**src/source/draw_pkg.sv**
```systemverilog
// shared coordinate, colour and state types for the triangle renderer
// imported by each design unit that handles vertices, pixels or FSM states
package draw_pkg;

    localparam int CORDW = 16;  // coordinate width

    typedef logic signed [CORDW-1:0] coord_t;  // signed screen coordinate
    typedef logic [3:0] cidx_t;  // palette index in the framebuffer

    // shape sequencer
    typedef enum logic [1:0] {
        SEQ_IDLE,
        SEQ_INIT,
        SEQ_DRAW,
        SEQ_DONE
    } seq_state_t;

    // triangle drawer
    typedef enum logic [1:0] {
        TRI_IDLE,
        TRI_INIT,
        TRI_EDGE,
        TRI_DONE
    } tri_state_t;

    // line rasterizer
    typedef enum logic [1:0] {
        LINE_IDLE,
        LINE_INIT,
        LINE_DRAW
    } line_state_t;

endpackage

```
**src/source/draw_cmd_if.sv**
```systemverilog
// triangle command from the shape sequencer to the triangle drawer
// vertices and colour hold from the start pulse until the done pulse
interface draw_cmd_if import draw_pkg::*; ();

    logic   start;  // one-cycle pulse
    coord_t x0;
    coord_t y0;
    coord_t x1;
    coord_t y1;
    coord_t x2;
    coord_t y2;
    cidx_t  cidx;  // fill colour of the outline
    logic   done;  // one-cycle pulse after the last pixel

    modport seq (output start, x0, y0, x1, y1, x2, y2, cidx, input done);

    modport drw (input start, x0, y0, x1, y1, x2, y2, cidx, output done);

endinterface

```
**src/source/pixel_if.sv**
```systemverilog
// rasterized pixel stream from the triangle drawer to the pixel writer
// valid marks one pixel per cycle and carries no back-pressure
interface pixel_if import draw_pkg::*; ();

    logic   valid;
    coord_t x;
    coord_t y;
    cidx_t  cidx;

    modport src (output valid, x, y, cidx);

    modport dst (input valid, x, y, cidx);

endinterface

```
**src/source/shape_sequencer.sv**
```systemverilog
// holds the fixed table of triangles and starts them one after another
// also paces drawing to one pixel per frame tick once the frame wait has run out
module shape_sequencer import draw_pkg::*; #(
    parameter int FRAME_WAIT = 300
) (
    input  logic   clk_100m,
    input  logic   rst_n,
    input  logic   frame_tick,
    input  logic   fb_busy,
    input  logic   pix_sent,  // valid of the current pixel
    draw_cmd_if.seq cmd,
    output logic   oe,
    output logic   render_done
);

    localparam int SHAPE_CNT = 3;
    localparam int SIDW = $clog2(SHAPE_CNT);
    localparam int WAITW = $clog2(FRAME_WAIT + 1);

    typedef struct packed {
        coord_t x0;
        coord_t y0;
        coord_t x1;
        coord_t y1;
        coord_t x2;
        coord_t y2;
        cidx_t  cidx;
    } shape_t;

    localparam shape_t SHAPES [SHAPE_CNT] = '{
        '{x0: coord_t'(60), y0: coord_t'(20), x1: coord_t'(280), y1: coord_t'(80),
          x2: coord_t'(160), y2: coord_t'(164), cidx: 4'h9},
        '{x0: coord_t'(70), y0: coord_t'(160), x1: coord_t'(220), y1: coord_t'(90),
          x2: coord_t'(170), y2: coord_t'(10), cidx: 4'hC},
        '{x0: coord_t'(22), y0: coord_t'(35), x1: coord_t'(62), y1: coord_t'(150),
          x2: coord_t'(98), y2: coord_t'(96), cidx: 4'h2}
    };

    seq_state_t state;
    logic [SIDW-1:0] shape_id;
    logic [WAITW-1:0] cnt_wait;  // frame ticks seen so far
    logic draw_req;

    always_ff @(posedge clk_100m) begin
        if (!rst_n) begin
            state       <= SEQ_IDLE;
            shape_id    <= '0;
            cmd.start   <= 1'b0;
            render_done <= 1'b0;
        end else begin
            cmd.start <= 1'b0;
            case (state)
                SEQ_INIT: begin
                    cmd.start <= 1'b1;  // table entry is loaded this cycle
                    state     <= SEQ_DRAW;
                end
                SEQ_DRAW: if (cmd.done) begin
                    if (shape_id == SIDW'(SHAPE_CNT - 1)) begin
                        state       <= SEQ_DONE;
                        render_done <= 1'b1;
                    end else begin
                        shape_id <= shape_id + 1'b1;
                        state    <= SEQ_INIT;
                    end
                end
                SEQ_DONE: state <= SEQ_DONE;  // stays until reset
                default: if (frame_tick) state <= SEQ_INIT;
            endcase
        end
    end

    // command payload
    always_ff @(posedge clk_100m) begin
        if (state == SEQ_INIT) begin
            cmd.x0   <= SHAPES[shape_id].x0;
            cmd.y0   <= SHAPES[shape_id].y0;
            cmd.x1   <= SHAPES[shape_id].x1;
            cmd.y1   <= SHAPES[shape_id].y1;
            cmd.x2   <= SHAPES[shape_id].x2;
            cmd.y2   <= SHAPES[shape_id].y2;
            cmd.cidx <= SHAPES[shape_id].cidx;
        end
    end

    // one request per frame tick, consumed by the next emitted pixel
    always_ff @(posedge clk_100m) begin
        if (!rst_n) begin
            cnt_wait <= '0;
            draw_req <= 1'b0;
        end else begin
            if (frame_tick) begin
                if (cnt_wait != WAITW'(FRAME_WAIT - 1)) cnt_wait <= cnt_wait + 1'b1;
                else draw_req <= 1'b1;
            end
            if (pix_sent && !fb_busy) draw_req <= 1'b0;  // a tick on this cycle is absorbed
        end
    end

    assign oe = draw_req && !fb_busy;

endmodule

```
**src/source/draw_line.sv**
```systemverilog
// Bresenham line rasterizer, steps one pixel per cycle with oe high
// emits both endpoints and pulses done after the last one
module draw_line import draw_pkg::*; (
    input  logic   clk_100m,
    input  logic   rst_n,
    input  logic   start,
    input  logic   oe,
    input  coord_t x0,
    input  coord_t y0,
    input  coord_t x1,
    input  coord_t y1,
    output coord_t x,
    output coord_t y,
    output logic   drawing,
    output logic   done
);

    typedef logic signed [CORDW+2:0] err_t;  // room for twice the error

    line_state_t state;
    err_t dx_in;
    err_t dy_in;
    err_t dx;  // |x1 - x0|
    err_t dy;  // -|y1 - y0|
    err_t err;
    err_t e2;
    logic right;
    logic down;
    logic step_x;
    logic step_y;
    logic at_end;

    always_comb begin
        dx_in  = (x1 > x0) ? err_t'(x1) - err_t'(x0) : err_t'(x0) - err_t'(x1);
        dy_in  = (y1 > y0) ? err_t'(y0) - err_t'(y1) : err_t'(y1) - err_t'(y0);
        e2     = err <<< 1;
        step_x = (e2 >= dy);
        step_y = (e2 <= dx);
        at_end = (x == x1) && (y == y1);
    end

    assign drawing = (state == LINE_DRAW) && oe;

    always_ff @(posedge clk_100m) begin
        if (!rst_n) begin
            state <= LINE_IDLE;
            done  <= 1'b0;
        end else begin
            done <= 1'b0;
            case (state)
                LINE_INIT: state <= LINE_DRAW;
                LINE_DRAW: if (oe && at_end) begin
                    state <= LINE_IDLE;
                    done  <= 1'b1;
                end
                default: if (start) state <= LINE_INIT;
            endcase
        end
    end

    always_ff @(posedge clk_100m) begin
        if (state == LINE_INIT) begin
            x     <= x0;
            y     <= y0;
            dx    <= dx_in;
            dy    <= dy_in;
            err   <= dx_in + dy_in;
            right <= (x1 > x0);
            down  <= (y1 > y0);
        end else if (drawing && !at_end) begin
            if (step_x) x <= right ? x + coord_t'(1) : x - coord_t'(1);
            if (step_y) y <= down ? y + coord_t'(1) : y - coord_t'(1);
            err <= err + (step_x ? dy : '0) + (step_y ? dx : '0);
        end
    end

endmodule

```
**src/source/draw_triangle.sv**
```systemverilog
// draws one triangle outline as three lines v0-v1, v1-v2 and v2-v0
// pixels leave on the pixel bus in the order the edges are walked
module draw_triangle import draw_pkg::*; (
    input  logic clk_100m,
    input  logic rst_n,
    draw_cmd_if.drw cmd,
    input  logic oe,
    pixel_if.src pix
);

    tri_state_t state;
    logic [1:0] edge_id;
    logic line_start;
    logic line_done;
    coord_t ex0;
    coord_t ey0;
    coord_t ex1;
    coord_t ey1;

    always_comb begin
        case (edge_id)
            2'd0: begin
                ex0 = cmd.x0;
                ey0 = cmd.y0;
                ex1 = cmd.x1;
                ey1 = cmd.y1;
            end
            2'd1: begin
                ex0 = cmd.x1;
                ey0 = cmd.y1;
                ex1 = cmd.x2;
                ey1 = cmd.y2;
            end
            default: begin  // closing edge
                ex0 = cmd.x2;
                ey0 = cmd.y2;
                ex1 = cmd.x0;
                ey1 = cmd.y0;
            end
        endcase
    end

    always_ff @(posedge clk_100m) begin
        if (!rst_n) begin
            state      <= TRI_IDLE;
            edge_id    <= 2'd0;
            line_start <= 1'b0;
            cmd.done   <= 1'b0;
        end else begin
            line_start <= 1'b0;
            cmd.done   <= 1'b0;
            case (state)
                TRI_INIT: begin
                    line_start <= 1'b1;
                    state      <= TRI_EDGE;
                end
                TRI_EDGE: if (line_done) begin
                    if (edge_id == 2'd2) begin
                        state <= TRI_DONE;
                    end else begin
                        edge_id <= edge_id + 2'd1;
                        state   <= TRI_INIT;
                    end
                end
                TRI_DONE: begin
                    cmd.done <= 1'b1;
                    state    <= TRI_IDLE;
                end
                default: if (cmd.start) begin
                    edge_id <= 2'd0;
                    state   <= TRI_INIT;
                end
            endcase
        end
    end

    draw_line draw_line_inst (
        .clk_100m,
        .rst_n,
        .start(line_start),
        .oe,
        .x0(ex0),
        .y0(ey0),
        .x1(ex1),
        .y1(ey1),
        .x(pix.x),
        .y(pix.y),
        .drawing(pix.valid),
        .done(line_done)
    );

    assign pix.cidx = cmd.cidx;  // one colour per triangle

endmodule

```
**src/source/pixel_writer.sv**
```systemverilog
// clips pixels to the framebuffer area and registers the write port
// fb_we follows pix.valid by one cycle for pixels inside the bounds
module pixel_writer import draw_pkg::*; #(
    parameter int FB_WIDTH  = 320,
    parameter int FB_HEIGHT = 180
) (
    input  logic   clk_100m,
    input  logic   rst_n,
    pixel_if.dst   pix,
    output logic   fb_we,
    output coord_t fb_x,
    output coord_t fb_y,
    output cidx_t  fb_cidx
);

    logic in_bounds;

    assign in_bounds = (pix.x >= coord_t'(0)) && (pix.x < coord_t'(FB_WIDTH))
                    && (pix.y >= coord_t'(0)) && (pix.y < coord_t'(FB_HEIGHT));

    always_ff @(posedge clk_100m) begin
        if (!rst_n) fb_we <= 1'b0;
        else fb_we <= pix.valid && in_bounds;  // clipped pixels are dropped
    end

    always_ff @(posedge clk_100m) begin
        if (pix.valid && in_bounds) begin
            fb_x    <= pix.x;
            fb_y    <= pix.y;
            fb_cidx <= pix.cidx;
        end
    end

endmodule

```
**src/source/triangle_render_top.sv**
```systemverilog
// top level of the triangle renderer
// feeds an external framebuffer write port, paced by frame_tick and fb_busy
module triangle_render_top import draw_pkg::*; #(
    parameter int FRAME_WAIT = 300,
    parameter int FB_WIDTH   = 320,
    parameter int FB_HEIGHT  = 180
) (
    input  logic   clk_100m,
    input  logic   rst_n,
    input  logic   frame_tick,  // one strobe per frame
    input  logic   fb_busy,
    output logic   fb_we,
    output coord_t fb_x,
    output coord_t fb_y,
    output cidx_t  fb_cidx,
    output logic   render_done
);

    draw_cmd_if cmd_bus ();
    pixel_if    pix_bus ();
    logic       oe;  // pixel-advance enable

    shape_sequencer #(.FRAME_WAIT(FRAME_WAIT)) shape_sequencer_inst (
        .clk_100m,
        .rst_n,
        .frame_tick,
        .fb_busy,
        .pix_sent(pix_bus.valid),
        .cmd(cmd_bus.seq),
        .oe,
        .render_done
    );

    draw_triangle draw_triangle_inst (
        .clk_100m,
        .rst_n,
        .cmd(cmd_bus.drw),
        .oe,
        .pix(pix_bus.src)
    );

    pixel_writer #(.FB_WIDTH(FB_WIDTH), .FB_HEIGHT(FB_HEIGHT)) pixel_writer_inst (
        .clk_100m,
        .rst_n,
        .pix(pix_bus.dst),
        .fb_we,
        .fb_x,
        .fb_y,
        .fb_cidx
    );

endmodule

```
**config.mk**
```make
export PLATFORM = sky130hd
export DESIGN_NAME = triangle_render_top
export DESIGN_NICKNAME = d
export VERILOG_FILES = /design/src/source/draw_pkg.sv /design/src/source/draw_cmd_if.sv /design/src/source/pixel_if.sv /design/src/source/shape_sequencer.sv /design/src/source/draw_line.sv /design/src/source/draw_triangle.sv /design/src/source/pixel_writer.sv /design/src/source/triangle_render_top.sv
export SDC_FILE = /design/constraint.sdc
export NUM_CORES = 1
export LEC_CHECK = 0
export BUFFER_PORTS_ARGS = -buffer_cell sky130_fd_sc_hd__buf_2
export CORE_UTILIZATION = 55
export CTS_BUF_LIST = sky130_fd_sc_hd__clkbuf_2 sky130_fd_sc_hd__clkbuf_4 sky130_fd_sc_hd__clkbuf_8
export DETAILED_ROUTE_END_ITERATION = 8
export GPL_ROUTABILITY_DRIVEN = 0
export PLACE_DENSITY = 0.8
export SLEW_MARGIN = 5
export SYNTH_ARGS = -nofsm -noshare
export SYNTH_HDL_FRONTEND = slang
export SYNTH_SLANG_ARGS = --single-unit
```
**constraint.sdc**
```tcl
create_clock -name clk_100m -period 6.2 [get_ports clk_100m]
set_input_delay 1.24 -clock clk_100m [delete_from_list [all_inputs] [get_ports clk_100m]]
set_output_delay 1.24 -clock clk_100m [all_outputs]
set_load 0.03 [all_outputs]
```
==> reports/qor.yml <==
outcome:
  status: "finished, final reports clean"
floorplanning:
  initial_utilization_pct: 55.9
  row_count: 53
  core_region_area_um2: 21000
  pin_count: 42
  die_h_um: 148
  die_w_um: 148
  die_area_um2: 21900
power:
  internal-power_mw: 1.69
  p_switching_uw: 626
  p_per_area_nw_per_um2: 182
  swShare_pct: 27.0
  vdd_ir_drop_max_mv: 0.192
  pwr-share-clk_pct: 35.1
  p_leak_nw: 5.47
  combPwrFrac_pct: 16.1
  seqPwrFrac_pct: 48.8
  total_power_mw: 2.32
sta:
  slew_headroom_pct: 28.4
  tightest_slew_ns: 1.07
  fin_tns_setup_ns: 0
  holdWs_ns: 0.479
  grt_setup_unrepaired: "false"
  finClkSkew_ns: 0.0162
  hold_viol: 0
  setup_violations: 0
  min_period_over_period_pct: 93.0
  fin_crit_ns: 5.76
  fmax_mhz: 173
  finalMaxSlewViolations: 0
  worst_slack_ns: 0.435
route:
  wl_mm: 28.0
  drtIter0Drc: 791
  drtAntennaViolNets: 0
  vias: 9113
  wire_per_inst_um: 18.3
  drc_errors: 0
  viasPerCell: 5.95
  first_pass_iters: 5
clock_network:
  cts_hold_buf: 0
  cts_tree: "done"
  clock-root-buffer: "clkbuf_8"
  cts_buffers: 17
  clk_path_buf_depth: 2
  htree_levels: 4
  post_cts_buffers: 0
  clk_latency_ns: 0.46
  clk_pin_slew_worst_paths_ns: 0.09
  clock_sinks: 152
global_routing:
  antenna_found_initial: 0
  grt_overflow: 0
  grt_pass1_vias: 8833
  grt_pass1_wl_mm: 44.5
  grt_max_degree: 70
  track_usage_pct: 26.0
synth:
  synth_top_family_by_area: "adder cells"
  seq_area_frac_synth_pct: 36.7
  synthCells: 1195
  yosys.area_share.adder_pct: 19.4
  async_reset_ff_share_pct: 0
  synth-seq-cells: 152
  synthMuxAreaShare_pct: 1.91
  synthDistinctLibCells: 77
  syn-num-nets: 1364
  yosys.area_share.xor_xnor_pct: 6.72
  synth_flop_cell: "edfxtp_1"
  synthSimpleGateAreaFrac_pct: 14.3
  synth_compound_area_share_pct: 16.2
  synth-edff-count: 126
  ys.warnings.count: 0
  syn-cell-area_um2: 11700
  syn_area_per_cell_um2: 9.81
finish:
  fin_nets: 1412
  fillCellCount: 1729
  areaGrowthSynthToFinish_pct: 8.80
  final_util_pct: 60.9
  drive_above_1_share_pct: 10.4
  design_area_um2: 12800
  diodes: 0
  final_cells: 1531
setup_path:
  critPathKind: "flip-flop to flip-flop"
  crit_fanout: 14
  end_kind: "flip-flop"
  reg2reg_slack_ns: 0.44
  cp-start-kind: "flip-flop"
  cp.arrival_ns: 5.97
  timing.critical_path.required_ns: 6.41
place:
  dpl_worst_slack_ns: 0.124
  placed_area_um2: 12300
  placed_cells: 1499
  hpwl_mm: 21.5
  port_buffers: 41
run:
  maxCapViolations: 0
min_path:
  hold_path_class: "flip-flop to flip-flop"
worst paths after layout:
path / from / to / cells past startpoint
worst min register to register: shape_sequencer_inst.render_done / shape_sequencer_inst.render_done / 2
worst max register to register: draw_triangle_inst.edge_id[1] / draw_triangle_inst.draw_line_inst.err[15] / 22
worst min-delay path: shape_sequencer_inst.render_done / shape_sequencer_inst.render_done / 2
worst max-delay path: draw_triangle_inst.edge_id[1] / draw_triangle_inst.draw_line_inst.err[15] / 22
final cells by class:
cell class                      instances  area (um^2)  area share [%]
Multi-Input combinational cell        906         6930            54.4
Sequential cell                       152         4310            33.8
Inverter                              107          402            3.15
Timing Repair Buffer                   59          353            2.77
Tap cell                              275          344            2.70
Clock buffer                           21          270            2.12
Clock inverter                         11          145            1.14
per-layer routing:
| layer | up-vias | global-route usage [%] | wire length (um) |
|---|---|---|---|
| met5 | - | 0 | 0 |
| met4 | 0 | 11.8 | 962 |
| met3 | 67 | 5.59 | 1810 |
| met2 | 321 | 42.3 | 13300 |
| met1 | 4324 | 33.3 | 11900 |
| li1 | 4401 | - | - |
logic make-up after synthesis:
family | after synthesis
compound gates | 289
xor+xnor | 90
fa+ha+maj | 166
buf+inv | 137
flops | 152
mux | 22
other cells | 1
simple gates | 338
worst max-delay path: stages (launching register included):
cell	delay [ns]
dfxtp_2	0.41
inv_1	0.08
ha_2	0.27
buf_4	0.19
or3b_2	0.48
nand2_1	0.16
ha_1	0.30
o21a_1	0.16
nor2_1	0.05
maj3_1	0.37
o211ai_1	0.23
nand2_1	0.12
a21oi_4	0.29
buf_4	0.26
mux2_2	0.38
a221oi_2	0.32
ha_1	0.34
o21a_1	0.13
a41oi_1	0.21
a21oi_1	0.16
a311oi_1	0.33
xor2_1	0.18
mux2i_1	0.08
cell usage after synthesis (all sizes together) (4+ instances only):
cell type	instances	area (um^2)
fa	27	541
a211oi	14	105
nor3b	6	45.0
ha	138	1730
and2	21	131
or3	5	31.3
clkbuf	19	71.3
o21ai	50	258
o21bai	15	113
nor2	106	398
o31ai	5	37.5
a22oi	9	91.3
nand3	15	75.1
nor3	27	135
or4	4	33.8
buf	11	67.6
and3	9	61.3
a21oi	102	526
and4	5	43.8
edfxtp	126	3780
nor2b	18	113
a221oi	8	100
a31oi	15	93.8
o211ai	6	45.0
xnor2	49	429
xor2	41	359
nand2b	16	100
nor4	7	43.8
a21o	22	165
mux2i	19	190
nand4	17	106
or2	6	37.5
o21a	13	97.6
dfxtp	26	521
a211o	5	43.8
nand2	68	258
inv	106	398
sequential cells by signal, summed over array words and instances, names as in the netlist, 9 cells and up:
name                                   cells
draw_triangle_inst.draw_line_inst.dx      16
draw_triangle_inst.draw_line_inst.x       16
pixel_writer_inst.fb_y                    16
draw_triangle_inst.draw_line_inst.err     18
draw_triangle_inst.draw_line_inst.dy      15
draw_triangle_inst.draw_line_inst.y       16
pixel_writer_inst.fb_x                    16
shape_sequencer_inst.cnt_wait              9
power by group through the flow:
| stage | Clock, mW | Sequential (mW) | Combinational (mW) |
|---|---|---|---|
| after floorplan | 0 | 1.15 | 0.277 |
| after global routing | 0.859 | 1.13 | 0.412 |
| after detailed placement | 0 | 1.15 | 0.363 |
| after global placement | 0 | 1.15 | 0.352 |
| final | 0.815 | 1.13 | 0.374 |
| after CTS | 0.820 | 1.13 | 0.366 |
cells in the final DEF, fill, tap and decap left out, types with 27 or more instances in the layout:
cell type,n
a21oi_1,99
buf_2,41
edfxtp_1,126
fa_1,27
ha_1,135
inv_1,105
nand2_1,66
nor2_1,104
nor3_1,27
o21ai_0,43
xnor2_1,49
xor2_1,41
what timing repair did:
item	CTS	global route
endpoints found under the hold margin	0	0
resized for setup	0	10
setup endpoints to repair	0	6
(Power assumes the default switching activity.)
